--- config.mk ---
export PLATFORM = sky130hd
export DESIGN_NAME = cpu_core
export DESIGN_NICKNAME = d
export VERILOG_FILES = /design/src/source/cpu_pkg.sv /design/src/source/datapath_ctrl_if.sv /design/src/source/alu.sv /design/src/source/cpu_core.sv /design/src/source/cycle_sequencer.sv /design/src/source/opcode_decode.sv /design/src/source/reg_datapath.sv
export VERILOG_INCLUDE_DIRS = /design/src /design/src/include
export SDC_FILE = /design/constraint.sdc
export NUM_CORES = 1
export LEC_CHECK = 0
export BUFFER_PORTS_ARGS = -buffer_cell sky130_fd_sc_hd__buf_2
export CAP_MARGIN = 20
export CORE_MARGIN = 1
export CORE_UTILIZATION = 55
export DETAILED_ROUTE_END_ITERATION = 12
export GPL_TIMING_DRIVEN = 0
export HOLD_SLACK_MARGIN = 0.06
export PLACE_DENSITY = 0.79
export SLEW_MARGIN = 20
export SYNTH_ARGS = -nofsm -noshare
export SYNTH_HDL_FRONTEND = slang
export SYNTH_SLANG_ARGS = --single-unit
--- constraint.sdc ---
create_clock -name i_clk -period 3.71 [get_ports i_clk]
set_input_delay 0 -clock i_clk [delete_from_list [all_inputs] [get_ports i_clk]]
set_output_delay 0 -clock i_clk [all_outputs]
set_load 0.005 [all_outputs]
--- src/include/cpu_params.svh ---
`ifndef CPU_PARAMS_SVH
`define CPU_PARAMS_SVH

`define CPU_DATA_W      8
`define CPU_ADDR_W      16

// first fetch address after reset
`define CPU_BOOT_ADDR   16'h0200
`define CPU_ZERO_PAGE   8'h00       // high byte in zero page mode
`define CPU_OPC_NOP     8'hEA

// status bits, 6502 layout
`define CPU_FLAG_N      8'h80
`define CPU_FLAG_V      8'h40
`define CPU_FLAG_Z      8'h02
`define CPU_FLAG_C      8'h01

`endif

--- src/source/cpu_pkg.sv ---
`default_nettype none

package cpu_pkg;

    // aaa bbb cc opcode layout
    typedef struct packed {
        logic [2:0] group;      // operation within the class
        logic [2:0] mode;       // addressing mode field
        logic [1:0] op_class;   // 01 accumulator, 10 X, 00 Y
    } opcode_fields_t;

    typedef union packed {
        logic [7:0]     raw;
        opcode_fields_t f;
    } opcode_u;

    typedef enum logic [2:0] {DB_DATA, DB_PCL, DB_PCH, DB_A, DB_ZERO} db_src_e;

    typedef enum logic [2:0] {SB_A, SB_X, SB_Y, SB_ADD, SB_DATA, SB_ZERO} sb_src_e;

    typedef enum logic [1:0] {RES_DB, RES_SB, RES_ADD} res_src_e;

    typedef enum logic [2:0] {DST_A, DST_X, DST_Y, DST_MEM, DST_NONE} res_dst_e;

    typedef enum logic [1:0] {IN_BUS, IN_INV, IN_ONES, IN_ZERO} alu_in_e;

    typedef enum logic [1:0] {CARRY_ZERO, CARRY_ONE, CARRY_C} carry_sel_e;

    typedef enum logic [1:0] {ALU_ADD, ALU_OR, ALU_AND, ALU_XOR} alu_op_e;

    typedef enum logic [2:0] {
        MODE_IMM, MODE_ZPG, MODE_ABS, MODE_IMPL, MODE_UNDEF
    } addr_mode_e;

    // address source for the memory bus
    typedef enum logic [1:0] {ADDR_PC, ADDR_ZPG, ADDR_ABS, ADDR_HOLD} addr_sel_e;

    typedef enum logic [2:0] {
        ST_BOOT,
        ST_FETCH,
        ST_DECODE,
        ST_ZPG_RD,
        ST_ABS_HI,
        ST_ABS_RD,
        ST_JAM
    } cyc_state_e;

endpackage

`default_nettype wire

--- src/source/datapath_ctrl_if.sv ---
`timescale 1ns/100ps
`default_nettype none

`include "cpu_params.svh"

interface datapath_ctrl_if import cpu_pkg::*; ();
    db_src_e                db_src;
    sb_src_e                sb_src;
    res_src_e               res_src;
    res_dst_e               res_dst;
    alu_op_e                alu_op;
    alu_in_e                ai_src;     // shapes the secondary bus
    alu_in_e                bi_src;     // shapes the data bus
    carry_sel_e             carry_sel;
    logic [`CPU_DATA_W-1:0] alu_mask;   // flags taken from the ALU
    logic [`CPU_DATA_W-1:0] set_mask;
    logic [`CPU_DATA_W-1:0] clear_mask;

    modport ex (output db_src, sb_src, res_src, res_dst, alu_op, ai_src, bi_src,
                carry_sel, alu_mask, set_mask, clear_mask);

    // final word, the sequencer reads the ex copy through dp
    modport seq (output db_src, sb_src, res_src, res_dst, alu_op, ai_src, bi_src,
                 carry_sel, alu_mask, set_mask, clear_mask);

    modport dp (input db_src, sb_src, res_src, res_dst, alu_op, ai_src, bi_src,
                carry_sel, alu_mask, set_mask, clear_mask);
endinterface

`default_nettype wire

--- src/source/alu.sv ---
`timescale 1ns/100ps
`default_nettype none

`include "cpu_params.svh"

module alu import cpu_pkg::*; (
    input  wire  [`CPU_DATA_W-1:0] i_ai,
    input  wire  [`CPU_DATA_W-1:0] i_bi,
    input  wire                    i_carry,
    input  var   alu_op_e          i_op,
    output logic [`CPU_DATA_W-1:0] o_out,
    output logic                   o_n,
    output logic                   o_v,
    output logic                   o_z,
    output logic                   o_c
);
    localparam int MSB = `CPU_DATA_W - 1;

    logic [`CPU_DATA_W:0] sum;     // extra bit is the carry out
    logic                 is_add;

    assign sum = {1'b0, i_ai} + {1'b0, i_bi} + {{`CPU_DATA_W{1'b0}}, i_carry};
    assign is_add = (i_op == ALU_ADD);

    always_comb begin
        case (i_op)
            ALU_OR:  o_out = i_ai | i_bi;
            ALU_AND: o_out = i_ai & i_bi;
            ALU_XOR: o_out = i_ai ^ i_bi;
            default: o_out = sum[MSB:0];
        endcase
    end

    assign o_n = o_out[MSB];
    assign o_z = (o_out == '0);
    assign o_c = is_add & sum[`CPU_DATA_W];
    // operands of equal sign giving a sum of the other sign
    assign o_v = is_add & (i_ai[MSB] == i_bi[MSB]) & (sum[MSB] != i_ai[MSB]);

endmodule

`default_nettype wire

--- src/source/cpu_core.sv ---
`timescale 1ns/100ps
`default_nettype none

`include "cpu_params.svh"

module cpu_core import cpu_pkg::*; (
    input  wire                    i_clk,
    input  wire                    i_rst,
    input  wire  [`CPU_DATA_W-1:0] i_data,
    output logic [`CPU_ADDR_W-1:0] o_addr,
    output logic [`CPU_DATA_W-1:0] o_wdata,
    output logic                   o_rw
);
    addr_mode_e mode;
    cyc_state_e state;
    addr_sel_e  addr_sel;
    logic       rd_op, ld_op, st_op;
    logic       single_byte, undefined;
    logic       pc_inc, p_carry;

    datapath_ctrl_if ctrl_ex ();    // execute word from the decoder
    datapath_ctrl_if ctrl ();       // word applied this cycle

    opcode_decode u_decode (
        .i_clk          (i_clk),
        .i_rst          (i_rst),
        .i_fetch_byte   (i_data),
        .i_decode_cycle (state == ST_DECODE),
        .i_p_carry      (p_carry),
        .o_mode         (mode),
        .o_read         (rd_op),
        .o_load         (ld_op),
        .o_store        (st_op),
        .o_single_byte  (single_byte),
        .o_undefined    (undefined),
        .ctrl_ex        (ctrl_ex.ex)
    );

    cycle_sequencer u_seq (
        .i_clk         (i_clk),
        .i_rst         (i_rst),
        .i_mode        (mode),
        .i_read        (rd_op),
        .i_load        (ld_op),
        .i_store       (st_op),
        .i_single_byte (single_byte),
        .i_undefined   (undefined),
        .o_state       (state),
        .o_pc_inc      (pc_inc),
        .o_addr_sel    (addr_sel),
        .ctrl_ex       (ctrl_ex.dp),
        .ctrl          (ctrl.seq)
    );

    reg_datapath u_datapath (
        .i_clk      (i_clk),
        .i_rst      (i_rst),
        .i_data     (i_data),
        .i_pc_inc   (pc_inc),
        .i_addr_sel (addr_sel),
        .ctrl       (ctrl.dp),
        .o_addr     (o_addr),
        .o_wdata    (o_wdata),
        .o_rw       (o_rw),
        .o_p_carry  (p_carry)
    );

endmodule

`default_nettype wire

--- src/source/cycle_sequencer.sv ---
`timescale 1ns/100ps
`default_nettype none

module cycle_sequencer import cpu_pkg::*; (
    input  wire          i_clk,
    input  wire          i_rst,
    input  var  addr_mode_e i_mode,
    input  wire          i_read,
    input  wire          i_load,
    input  wire          i_store,
    input  wire          i_single_byte,
    input  wire          i_undefined,
    output cyc_state_e   o_state,
    output logic         o_pc_inc,
    output addr_sel_e    o_addr_sel,
    datapath_ctrl_if.dp  ctrl_ex,
    datapath_ctrl_if.seq ctrl
);
    cyc_state_e state_d;
    logic       compute_result;
    logic       save_result;

    always_ff @(posedge i_clk) begin
        if (i_rst) begin
            o_state <= ST_BOOT;
        end else begin
            o_state <= state_d;
        end
    end

    always_comb begin
        case (o_state)
            ST_BOOT:   state_d = ST_FETCH;
            ST_FETCH:  state_d = ST_DECODE;
            ST_DECODE: begin
                if (i_undefined) begin
                    state_d = ST_JAM;
                end else begin
                    case (i_mode)
                        MODE_ZPG: state_d = ST_ZPG_RD;
                        MODE_ABS: state_d = ST_ABS_HI;
                        default:  state_d = ST_FETCH;   // immediate and implied
                    endcase
                end
            end
            ST_ZPG_RD: state_d = ST_FETCH;
            ST_ABS_HI: state_d = ST_ABS_RD;
            ST_ABS_RD: state_d = ST_FETCH;
            default:   state_d = ST_JAM;
        endcase
    end

    // address and phase of each cycle
    always_comb begin
        o_pc_inc = 1'b0;
        o_addr_sel = ADDR_PC;
        compute_result = 1'b0;
        save_result = 1'b0;
        case (o_state)
            ST_FETCH: begin
                o_pc_inc = 1'b1;
                compute_result = i_read | i_load | i_single_byte; // operand is on the bus now
            end
            ST_DECODE: begin
                o_pc_inc = !i_single_byte;
                save_result = i_read | i_load;  // write back the previous result
            end
            ST_ZPG_RD: begin
                o_addr_sel = ADDR_ZPG;
                save_result = i_store;
            end
            ST_ABS_HI: o_pc_inc = 1'b1;         // low byte parks in the hold register
            ST_ABS_RD: begin
                o_addr_sel = ADDR_ABS;
                save_result = i_store;
            end
            ST_JAM: o_addr_sel = ADDR_HOLD;
            default: ;
        endcase
    end

    always_comb begin
        // data plus zero into the hold register with nothing stored
        ctrl.db_src = DB_DATA;
        ctrl.sb_src = SB_ZERO;
        ctrl.res_src = RES_ADD;
        ctrl.res_dst = DST_NONE;
        ctrl.alu_op = ALU_ADD;
        ctrl.ai_src = IN_BUS;
        ctrl.bi_src = IN_BUS;
        ctrl.carry_sel = CARRY_ZERO;
        ctrl.alu_mask = '0;
        ctrl.set_mask = '0;
        ctrl.clear_mask = '0;
        if (compute_result || save_result) begin
            ctrl.db_src = ctrl_ex.db_src;
            ctrl.sb_src = ctrl_ex.sb_src;
        end
        if (compute_result) begin
            ctrl.alu_op = ctrl_ex.alu_op;
            ctrl.ai_src = ctrl_ex.ai_src;
            ctrl.bi_src = ctrl_ex.bi_src;
            ctrl.carry_sel = ctrl_ex.carry_sel;
            ctrl.alu_mask = ctrl_ex.alu_mask;
            ctrl.set_mask = ctrl_ex.set_mask;
            ctrl.clear_mask = ctrl_ex.clear_mask;
        end
        if (save_result) begin
            ctrl.res_src = ctrl_ex.res_src;
            ctrl.res_dst = ctrl_ex.res_dst;
        end
    end

    // no operand cycle after an implied opcode
    a_implied_to_fetch: assert property (@(posedge i_clk) disable iff (i_rst)
        (o_state == ST_DECODE && i_single_byte) |=> o_state == ST_FETCH);

endmodule

`default_nettype wire

--- src/source/opcode_decode.sv ---
`timescale 1ns/100ps
`default_nettype none

`include "cpu_params.svh"

module opcode_decode import cpu_pkg::*; (
    input  wire                    i_clk,
    input  wire                    i_rst,
    input  wire  [`CPU_DATA_W-1:0] i_fetch_byte,
    input  wire                    i_decode_cycle,
    input  wire                    i_p_carry,
    output addr_mode_e             o_mode,
    output logic                   o_read,
    output logic                   o_load,
    output logic                   o_store,
    output logic                   o_single_byte,
    output logic                   o_undefined,
    datapath_ctrl_if.ex            ctrl_ex
);
    localparam logic [7:0] OPC_CLC = 8'h18;
    localparam logic [7:0] OPC_SEC = 8'h38;

    opcode_u    ir;
    opcode_u    opc;        // byte being decoded this cycle
    addr_mode_e ir_mode;
    sb_src_e    reg_sb;
    res_dst_e   reg_dst;

    function automatic addr_mode_e mode_of(opcode_u op);
        addr_mode_e m;
        logic       acc_op;
        logic       xy_op;
        m = MODE_UNDEF;
        acc_op = (op.f.op_class == 2'b01);
        xy_op = (op.f.op_class inside {2'b00, 2'b10}) && (op.f.group inside {3'b100, 3'b101});
        if (op.raw inside {OPC_CLC, OPC_SEC, `CPU_OPC_NOP}) begin
            m = MODE_IMPL;
        end else if (acc_op || xy_op) begin
            case (op.f.mode)
                3'b001:  m = MODE_ZPG;
                3'b011:  m = MODE_ABS;
                3'b000:  m = (xy_op && op.f.group == 3'b101) ? MODE_IMM : MODE_UNDEF; // LDX/LDY
                3'b010:  m = (acc_op && op.f.group != 3'b100) ? MODE_IMM : MODE_UNDEF; // no STA #
                default: m = MODE_UNDEF;
            endcase
        end
        return m;
    endfunction

    always_ff @(posedge i_clk) begin
        if (i_rst) begin
            ir.raw <= `CPU_OPC_NOP;
        end else if (i_decode_cycle) begin
            ir.raw <= i_fetch_byte;
        end
    end

    assign opc.raw = i_decode_cycle ? i_fetch_byte : ir.raw;

    assign o_mode = mode_of(opc);
    assign o_single_byte = (o_mode == MODE_IMPL);
    assign o_undefined = (o_mode == MODE_UNDEF);

    // class and execute word follow the latched instruction
    assign ir_mode = mode_of(ir);

    always_comb begin
        case (ir.f.op_class)
            2'b00: begin
                reg_sb = SB_Y;
                reg_dst = DST_Y;
            end
            2'b10: begin
                reg_sb = SB_X;
                reg_dst = DST_X;
            end
            default: begin
                reg_sb = SB_A;
                reg_dst = DST_A;
            end
        endcase
    end

    always_comb begin
        o_read = 1'b0;
        o_load = 1'b0;
        o_store = 1'b0;
        ctrl_ex.db_src = DB_DATA;
        ctrl_ex.sb_src = SB_A;
        ctrl_ex.res_src = RES_ADD;
        ctrl_ex.res_dst = DST_NONE;
        ctrl_ex.alu_op = ALU_ADD;
        ctrl_ex.ai_src = IN_BUS;
        ctrl_ex.bi_src = IN_BUS;
        ctrl_ex.carry_sel = CARRY_ZERO;
        ctrl_ex.alu_mask = '0;
        ctrl_ex.set_mask = '0;
        ctrl_ex.clear_mask = '0;
        if (ir_mode == MODE_IMPL) begin
            if (ir.raw == OPC_CLC) ctrl_ex.clear_mask = `CPU_FLAG_C;
            if (ir.raw == OPC_SEC) ctrl_ex.set_mask = `CPU_FLAG_C;
        end else if (ir_mode != MODE_UNDEF) begin
            if (ir.f.group == 3'b100) begin
                o_store = 1'b1;
                ctrl_ex.sb_src = reg_sb;        // register straight to memory
                ctrl_ex.res_src = RES_SB;
                ctrl_ex.res_dst = DST_MEM;
            end else if (ir.f.group == 3'b101) begin
                o_load = 1'b1;
                ctrl_ex.ai_src = IN_ZERO;       // data + 0 sets N and Z
                ctrl_ex.res_dst = reg_dst;
                ctrl_ex.alu_mask = `CPU_FLAG_N | `CPU_FLAG_Z;
            end else begin
                o_read = 1'b1;
                ctrl_ex.res_dst = DST_A;
                ctrl_ex.alu_mask = `CPU_FLAG_N | `CPU_FLAG_Z;
                case (ir.f.group)
                    3'b000: ctrl_ex.alu_op = ALU_OR;
                    3'b001: ctrl_ex.alu_op = ALU_AND;
                    3'b010: ctrl_ex.alu_op = ALU_XOR;
                    3'b110: begin                   // CMP drops the A - M result
                        ctrl_ex.bi_src = IN_INV;
                        ctrl_ex.carry_sel = CARRY_ONE;
                        ctrl_ex.res_dst = DST_NONE;
                        ctrl_ex.alu_mask = `CPU_FLAG_N | `CPU_FLAG_Z | `CPU_FLAG_C;
                    end
                    default: begin                  // ADC or SBC on the inverted byte
                        if (ir.f.group[2]) ctrl_ex.bi_src = IN_INV;
                        ctrl_ex.carry_sel = i_p_carry ? CARRY_ONE : CARRY_ZERO;
                        ctrl_ex.alu_mask = `CPU_FLAG_N | `CPU_FLAG_V | `CPU_FLAG_Z | `CPU_FLAG_C;
                    end
                endcase
            end
        end
    end

    // a store always has an operand address
    a_store_addressed: assert property (@(posedge i_clk) disable iff (i_rst)
        o_store |-> ir_mode inside {MODE_ZPG, MODE_ABS});

endmodule

`default_nettype wire

--- src/source/reg_datapath.sv ---
`timescale 1ns/100ps
`default_nettype none

`include "cpu_params.svh"

module reg_datapath import cpu_pkg::*; (
    input  wire                    i_clk,
    input  wire                    i_rst,
    input  wire  [`CPU_DATA_W-1:0] i_data,
    input  wire                    i_pc_inc,
    input  var   addr_sel_e        i_addr_sel,
    datapath_ctrl_if.dp            ctrl,
    output logic [`CPU_ADDR_W-1:0] o_addr,
    output logic [`CPU_DATA_W-1:0] o_wdata,
    output logic                   o_rw,
    output logic                   o_p_carry
);
    logic [`CPU_ADDR_W-1:0] pc;
    logic [`CPU_ADDR_W-1:0] addr_q;     // last address held in jam
    logic [`CPU_DATA_W-1:0] a, x, y, p;
    logic [`CPU_DATA_W-1:0] add;        // adder hold register
    logic [`CPU_DATA_W-1:0] db, sb, res;
    logic [`CPU_DATA_W-1:0] ai, bi, alu_out, alu_status;
    logic                   alu_ci, alu_n, alu_v, alu_z, alu_c;

    always_ff @(posedge i_clk) begin
        if (i_rst) begin
            pc <= `CPU_BOOT_ADDR;
            a <= '0;
            x <= '0;
            y <= '0;
            p <= '0;
        end else begin
            pc <= pc + {{(`CPU_ADDR_W-1){1'b0}}, i_pc_inc};
            p <= ~ctrl.clear_mask & (ctrl.set_mask | (ctrl.alu_mask & alu_status) |
                                     (~ctrl.alu_mask & p));
            case (ctrl.res_dst)
                DST_A:   a <= res;
                DST_X:   x <= res;
                DST_Y:   y <= res;
                default: ;
            endcase
        end
    end

    always_ff @(posedge i_clk) begin
        add <= alu_out;
        addr_q <= o_addr;
    end

    always_comb begin
        case (ctrl.db_src)
            DB_DATA: db = i_data;
            DB_PCL:  db = pc[`CPU_DATA_W-1:0];
            DB_PCH:  db = pc[`CPU_ADDR_W-1:`CPU_DATA_W];
            DB_A:    db = a;
            default: db = '0;
        endcase
        case (ctrl.sb_src)
            SB_A:    sb = a;
            SB_X:    sb = x;
            SB_Y:    sb = y;
            SB_ADD:  sb = add;
            SB_DATA: sb = i_data;
            default: sb = '0;
        endcase
        case (ctrl.res_src)
            RES_DB:  res = db;
            RES_SB:  res = sb;
            default: res = add;
        endcase
    end

    always_comb begin
        case (ctrl.ai_src)
            IN_BUS:  ai = sb;
            IN_INV:  ai = ~sb;
            IN_ONES: ai = '1;
            default: ai = '0;
        endcase
        case (ctrl.bi_src)
            IN_BUS:  bi = db;
            IN_INV:  bi = ~db;          // subtract and compare
            IN_ONES: bi = '1;
            default: bi = '0;
        endcase
        case (ctrl.carry_sel)
            CARRY_ONE: alu_ci = 1'b1;
            CARRY_C:   alu_ci = o_p_carry;
            default:   alu_ci = 1'b0;
        endcase
    end

    alu u_alu (
        .i_ai    (ai),
        .i_bi    (bi),
        .i_carry (alu_ci),
        .i_op    (ctrl.alu_op),
        .o_out   (alu_out),
        .o_n     (alu_n),
        .o_v     (alu_v),
        .o_z     (alu_z),
        .o_c     (alu_c)
    );

    assign alu_status = ({`CPU_DATA_W{alu_n}} & `CPU_FLAG_N) | ({`CPU_DATA_W{alu_v}} & `CPU_FLAG_V) |
                        ({`CPU_DATA_W{alu_z}} & `CPU_FLAG_Z) | ({`CPU_DATA_W{alu_c}} & `CPU_FLAG_C);
    assign o_p_carry = |(p & `CPU_FLAG_C);

    always_comb begin
        case (i_addr_sel)
            ADDR_ZPG:  o_addr = {`CPU_ZERO_PAGE, db};
            ADDR_ABS:  o_addr = {db, add};              // high byte arriving with low byte held
            ADDR_HOLD: o_addr = addr_q;
            default:   o_addr = pc;
        endcase
    end

    assign o_rw = (ctrl.res_dst != DST_MEM);
    assign o_wdata = o_rw ? '0 : res;

    // memory is written only at an operand address
    a_write_at_operand: assert property (@(posedge i_clk) disable iff (i_rst)
        (ctrl.res_dst == DST_MEM) |-> i_addr_sel inside {ADDR_ZPG, ADDR_ABS});

endmodule

`default_nettype wire

Word-level counts from Yosys, hierarchy flattened
Index checks and enable logic that the tools add are counted.
W data, S select, Z words.

word-level totals
  register bits after elaboration = 83
  input port bits = 10
  output and inout bits = 25

operators by class
  add/sub/neg operators = 3
  eq/ne operators = 59
  multiplexer cells = 89
  bitwise logic cells = 20
  reduce and logical (&&, ||, !) cells = 33

operator list
  kind                  count
  $mux W8               11
  $pmux W8 S3           3
  $mux W3               18
  $mux W2               25
  $pmux W16 S3          1
  $pmux W8 S5           1
  $eq A3 B2 Y1 const B  13
  $pmux W3 S4           3
  $and A8 B8 Y8         4
  $not A8 Y8            4
  $eq A3 B3 Y1 const B  10
  $or A8 B8 Y8          3
  $eq A3 B1 Y1 const B  7
  $eq A2 B2 Y1 const B  9
  $logic_not A3 Y1      6
  $add A16 B1 Y16       1
  $eq A2 B1 Y1 const B  8
  $eq A8 B5 Y1 const B  2
  $eq A8 B6 Y1 const B  2
  $eq A8 B8 Y1 const B  2
  $mux W1               16
  $pmux W8 S2           1
  $pmux W7 S2           1
  $logic_not A2 Y1      6
  other kinds (24)      47

Longest topological paths before layout
  word-level depth = 31
  gate-level depth with buffers = 18
  gate-level depth less buffers = 14

By module
From an unflattened synthesis, not the netlist that was laid out.

unflattened totals
  cells, all modules = 758
  area, all modules = 6190.9 um^2

by module, submodules not included
  module           times used  cells each  area each (um^2)  seq. area each (um^2)
  reg_datapath     1           447         3827.4            1301.2
  opcode_decode    1           119         917.1             160.2
  alu              1           107         805.8             0.0
  cycle_sequencer  1           84          628.1             60.1
  cpu_core         1           1           12.5              0.0

Least setup slack after synthesis
No wires, ideal clock.

  kind = reg2reg
  from = reg u_seq.o_state[2]
  to = reg u_datapath.p[0]
  library setup time = 95 ps
  arrival time = 3411 ps
  setup slack = 204 ps
  cell stages (with the launch flop) = 19
  path buffers = 4
  period minus slack after synthesis = 3506 ps
  cells stage by stage = dfxtp_1 > buf_6 > or3b_1 > buf_6 > nor2_2 > a31oi_1 > o211a_1 > buf_6 > a41o_4 > buf_6 > a211o_1 > fa_1 > inv_1 > fa_1 > a211oi_1 > o21ai_0 > a31o_2 > a22oi_1 > a221oi_1

on the way
  longest elaborated chain between the ends = 27
  elaborated cells on any way between the ends = 74

RTL lines
  element                                     line                                   source
  from (decl)                                 cycle_sequencer.sv:13                  output cyc_state_e o_state,
  from (signal assigned)                      cycle_sequencer.sv:27                  o_state <= state_d;
  $eq A3 B2 Y1                                cpu_core.sv:28, cycle_sequencer.sv:59
  $mux W8                                     opcode_decode.sv:58                    assign opc.raw = i_decode_cycle ? i_fetch_byte : ir.raw;
  $eq A3 B3 Y1, or another cell as far along  opcode_decode.sv:35                    xy_op = (op.f.op_class inside {2'b00, 2'b10}) && (op.f.group inside {3'b100, 3'b101});
  $reduce_bool A2 Y1                          opcode_decode.sv:35
  $logic_and A1 B1 Y1                         opcode_decode.sv:35
  $logic_and A1 B1 Y1                         opcode_decode.sv:42                    3'b000: m = (xy_op && op.f.group == 3'b101) ? MODE_IMM : MODE_UNDEF;
  $mux W3                                     opcode_decode.sv:42
  $pmux W3 S4                                 opcode_decode.sv:39                    case (op.f.mode)
  (+10 left out)                              --
  $pmux W8 S3                                 reg_datapath.sv:75                     case (ctrl.ai_src)
  $add A8 B8 Y9                               alu.sv:22                              assign sum = {1'b0, i_ai} + {1'b0, i_bi} + {{`CPU_DATA_W{1'b0}}, i_carry};
  $add A9 B1 Y9                               alu.sv:22
  $and A1 B1 Y1                               alu.sv:36                              assign o_c = is_add & sum[`CPU_DATA_W];
  $or A8 B1 Y8                                reg_datapath.sv:106                    assign alu_status = ({`CPU_DATA_W{alu_n}} & `CPU_FLAG_N) | ({`CPU_DATA_W{alu_v}} & `CPU_FLAG_V) |
  $and A8 B8 Y8                               reg_datapath.sv:35                     p <= ~ctrl.clear_mask & (ctrl.set_mask | (ctrl.alu_mask & alu_status) |
  $or A8 B8 Y8 (2 in a row)                   reg_datapath.sv:35
  $and A8 B8 Y8 *                             reg_datapath.sv:35
  to (signal assigned)                        reg_datapath.sv:35
  to (decl)                                   reg_datapath.sv:20                     logic [`CPU_DATA_W-1:0] a, x, y, p;

Every way passes the cells marked *; elsewhere a longest branch is shown, timed or not.
A chain may end at the register's enable or synchronous reset.

Final worst setup path
  from = reg u_seq.o_state[1]
  to = reg u_datapath.p[0]

Same word-level chain as after synthesis.

==> results.json <==
{
  "mostFrequentLayoutCells": "72 x nor2_1, 69 x dfxtp_1, 51 x nand2_1",
  "hp-class": "in2reg",
  "cp.required_ns": 3.98,
  "path_class": "reg2reg",
  "use_met2_pct": 52.6,
  "setup_ws_ns": 0.0801,
  "hold_viol_final": 0,
  "multi_input_area_um2": 2910,
  "grtUsageTotal_pct": 29.5,
  "antenna_found_initial": 0,
  "cts_tree": "built",
  "r2r_setup_slack_ns": 0.08,
  "overflow": 0,
  "power_density_nw_per_um2": 453,
  "fin_crit_sh_pct": 97.8,
  "holdPathStages": 3,
  "max-vdd-ir-drop_v": 0.000280,
  "p_leak_nw": 2.07,
  "final_antenna_net_count": 0,
  "synth_top_area_share_pct": 33.0,
  "syn_inst": 578,
  "floorplan.core_area_um2": 8180,
  "initial_core_util_pct": 56.4,
  "critPathCaptureType": "register",
  "skew_ns": 0.0164,
  "syn_nets": 608,
  "clkSinkCount": 76,
  "rsz0062_at_grt": "yes",
  "maxCapViolations": 0,
  "syn_area_per_cell_um2": 7.97,
  "cts_buffers": 9,
  "cts-htree-levels": 3,
  "top_usage_layer": "met2",
  "rows": 33,
  "whs_endpoint": "u_decode.ir[0]",
  "drive_gt1_share_pct": 18.7,
  "min-delay-start": "i_data[0]",
  "status": "completed",
  "num_vias": 4509,
  "tns_ns": 0,
  "slew_violations": 0,
  "ys_seq_elements": 76,
  "reg2reg_depth": 18,
  "met1_usage_pct": 35.9,
  "ys_warn_count": 0,
  "synth_largest_area_cell": "dfxtp_1",
  "synth_area_um2": 4610,
  "syn_to_final_growth_pct": 16.3,
  "ys_async_sr_fraction_pct": 0,
  "pre_cts_slack_ns": -0.197,
  "fill_cells": 724,
  "synth.area.top_cells": "dfxtp_1 33%, nor2_1 6.0%, ha_1 4.9%, a21oi_1 4.7%, nand2_1 4.2%",
  "dpl.hpwl_um": 9380,
  "max_freq_mhz": 275,
  "wl_per_cell_um": 17.3,
  "regArea_um2": 1540,
  "crit_arrival_ns": 3.90,
  "drt_iter0_markers": 262,
  "use_met3_pct": 4.88,
  "grt_start_max_net_pins": 14,
  "startpoint_type": "register",
  "final_common_cell": "nor2_1",
  "io_buffers": 28,
  "worst_pin_slew_ns": 0.974,
  "dr.pass1.iters": 5,
  "grt_pass1_wl_um": 19700,
  "die-area_um2": 8750,
  "fin_nets": 672,
  "totalPowerFinal_mw": 2.43,
  "drc": 0,
  "setup_viol": 0,
  "clk_pin_slew_ns": 0.09,
  "ys.flop_type": "dfxtp_1",
  "r2r-end": "u_datapath.p[0]",
  "relSlewSlack_pct": 34.6,
  "die_w_um": 93.5,
  "synth_edf_count": 0,
  "die_h_um": 93.5,
  "clk_path_buf_depth": 2,
  "grt_pass1_vias": 3989,
  "ioPinCount": 35,
  "clock_latency_ns": 0.36,
  "final_util_pct": 65.5,
  "num_antenna_cells": 0,
  "vias_per_cell": 6.00,
  "ys_seq_area_share_pct": 33.0,
  "reg2reg_from": "u_seq.o_state[1]",
  "final_cells": 751,
  "layout_min_cycle_time_ns": 3.63,
  "dp.cells": 711,
  "routed_wl_um": 13000,
  "root_buffer": "clkbuf_8",
  "gp_routability_congestion": 0.959,
  "yosysUniqueCellTypes": 60,
  "worstPathMaxFanout": 8
}
-- cell families (layout without fill, tap and decap cells) --
family          count (synthesis)  after routing  synth area share (%)
simple gates                  236            236                  25.1
compound gates                156            156                  23.9
flops                          76             76                  33.0
buf+inv                        57            125                  5.75
xor+xnor                       25             25                  4.75
fa+ha+maj                      20             20                  5.75
mux                             8              8                  1.74
-- worst max-delay path, cell delays in order, from the launching register on --
cell and delay (ns):
dfxtp_2 0.33, buf_6 0.10, or3b_1 0.35, buf_6 0.14, nor2_4 0.07, a31oi_2 0.04, o211a_1 0.24, buf_6 0.11
a41o_4 0.27, buf_8 0.14, a211o_1 0.31, fa_2 0.40, inv_2 0.08, fa_2 0.24, a211oi_2 0.09, o21ai_1 0.14
a31o_2 0.19, a22oi_2 0.05, a221oi_1 0.26
-- how the worst max path moves through the flow --
stage	endpoint	slack, ns	from	cells past startpoint
floorplan	u_datapath.p[0]	0.20	u_seq.o_state[2]	18
global placement	u_datapath.p[0]	-0.19	u_decode.ir[5]	17
detailed placement	u_datapath.p[0]	-0.20	u_decode.ir[5]	17
CTS	u_datapath.p[0]	-0.1	u_decode.ir[0]	17
global route	u_datapath.p[0]	-0.04	u_decode.ir[6]	16
finish	u_datapath.p[0]	0.08	u_seq.o_state[1]	18
-- where the power goes --
group	switching, mW	total (mW)	internal (mW)
sequential	0.0575	0.941	0.883
clock	0.332	0.575	0.243
combinational	0.529	0.914	0.385
total	0.918	2.43	1.51
-- synthesized netlist by cell type (2+ instances only) --
| library cell | count |
|---|---|
| and4_1 | 4 |
| nand4_1 | 4 |
| fa_1 | 2 |
| and3_1 | 3 |
| xor2_1 | 11 |
| dfxtp_1 | 76 |
| a21oi_1 | 43 |
| a2111oi_0 | 2 |
| buf_6 | 5 |
| nand3_1 | 19 |
| nor3b_2 | 2 |
| nor2_1 | 74 |
| o21ai_0 | 22 |
| a211oi_1 | 14 |
| mux2i_1 | 8 |
| a22o_1 | 8 |
| o21a_1 | 2 |
| a21o_1 | 2 |
| and3b_1 | 2 |
| nand2b_1 | 13 |
| nor2b_1 | 10 |
| nand2_1 | 52 |
| nand3b_1 | 4 |
| a211oi_2 | 6 |
| nor3_1 | 27 |
| xnor2_1 | 14 |
| a211o_1 | 9 |
| ha_1 | 18 |
| clkbuf_1 | 29 |
| a22oi_1 | 18 |
| nor4b_1 | 2 |
| a221oi_1 | 8 |
| o22ai_1 | 9 |
| and2_1 | 6 |
| nor4_1 | 2 |
| buf_2 | 8 |
| or3_1 | 5 |
| inv_1 | 13 |
-- cell type report --
cell class | count | share of cell area (%)
multi-input cells | 445 | 54.2
repair buffers | 57 | 6.82
plain buffers | 40 | 3.85
clock buffers | 10 | 2.38
inverters | 13 | 0.911
flip-flops and latches | 76 | 28.6
clock inverters | 5 | 0.724
well taps | 105 | 2.45
-- flip-flops by register name, summed over array words and instances (netlist names) --
| name | count |
|---|---|
| u_datapath.add | 8 |
| u_datapath.x | 8 |
| u_decode.ir | 8 |
| u_datapath.p | 1 |
| u_datapath.addr_q | 16 |
| u_datapath.a | 8 |
| u_seq.o_state | 3 |
| u_datapath.y | 8 |
| u_datapath.pc | 16 |
-- metrics by stage --
| stage | hold slack [ns] | cell area, um^2 |
|---|---|---|
| global route | 0.0965 | 5360 |
| finish | 0.0679 | 5360 |
| floorplan | 0.0937 | 4610 |
| detailed placement | 0.344 | 4880 |
| global placement | 0.335 | 4880 |
| CTS | 0.0626 | 5120 |
-- layer usage --
layer,vias to the layer above,routed length [um]
met5,-,0
met1,2138,5610
met3,27,629
li1,2188,-
met4,0,300
met2,156,6470
-- what timing repair did --
| item | in CTS | in global routing |
|---|---|---|
| hold buffers | 4 | 0 |
| pin swaps | 2 | 13 |
| setup buffers | 1 | 24 |
| hold endpoints to repair | 6 | 0 |
| gates resized for setup | 6 | 36 |
| endpoints found under the setup margin | 5 | 5 |
(Power assumes the default switching activity.)
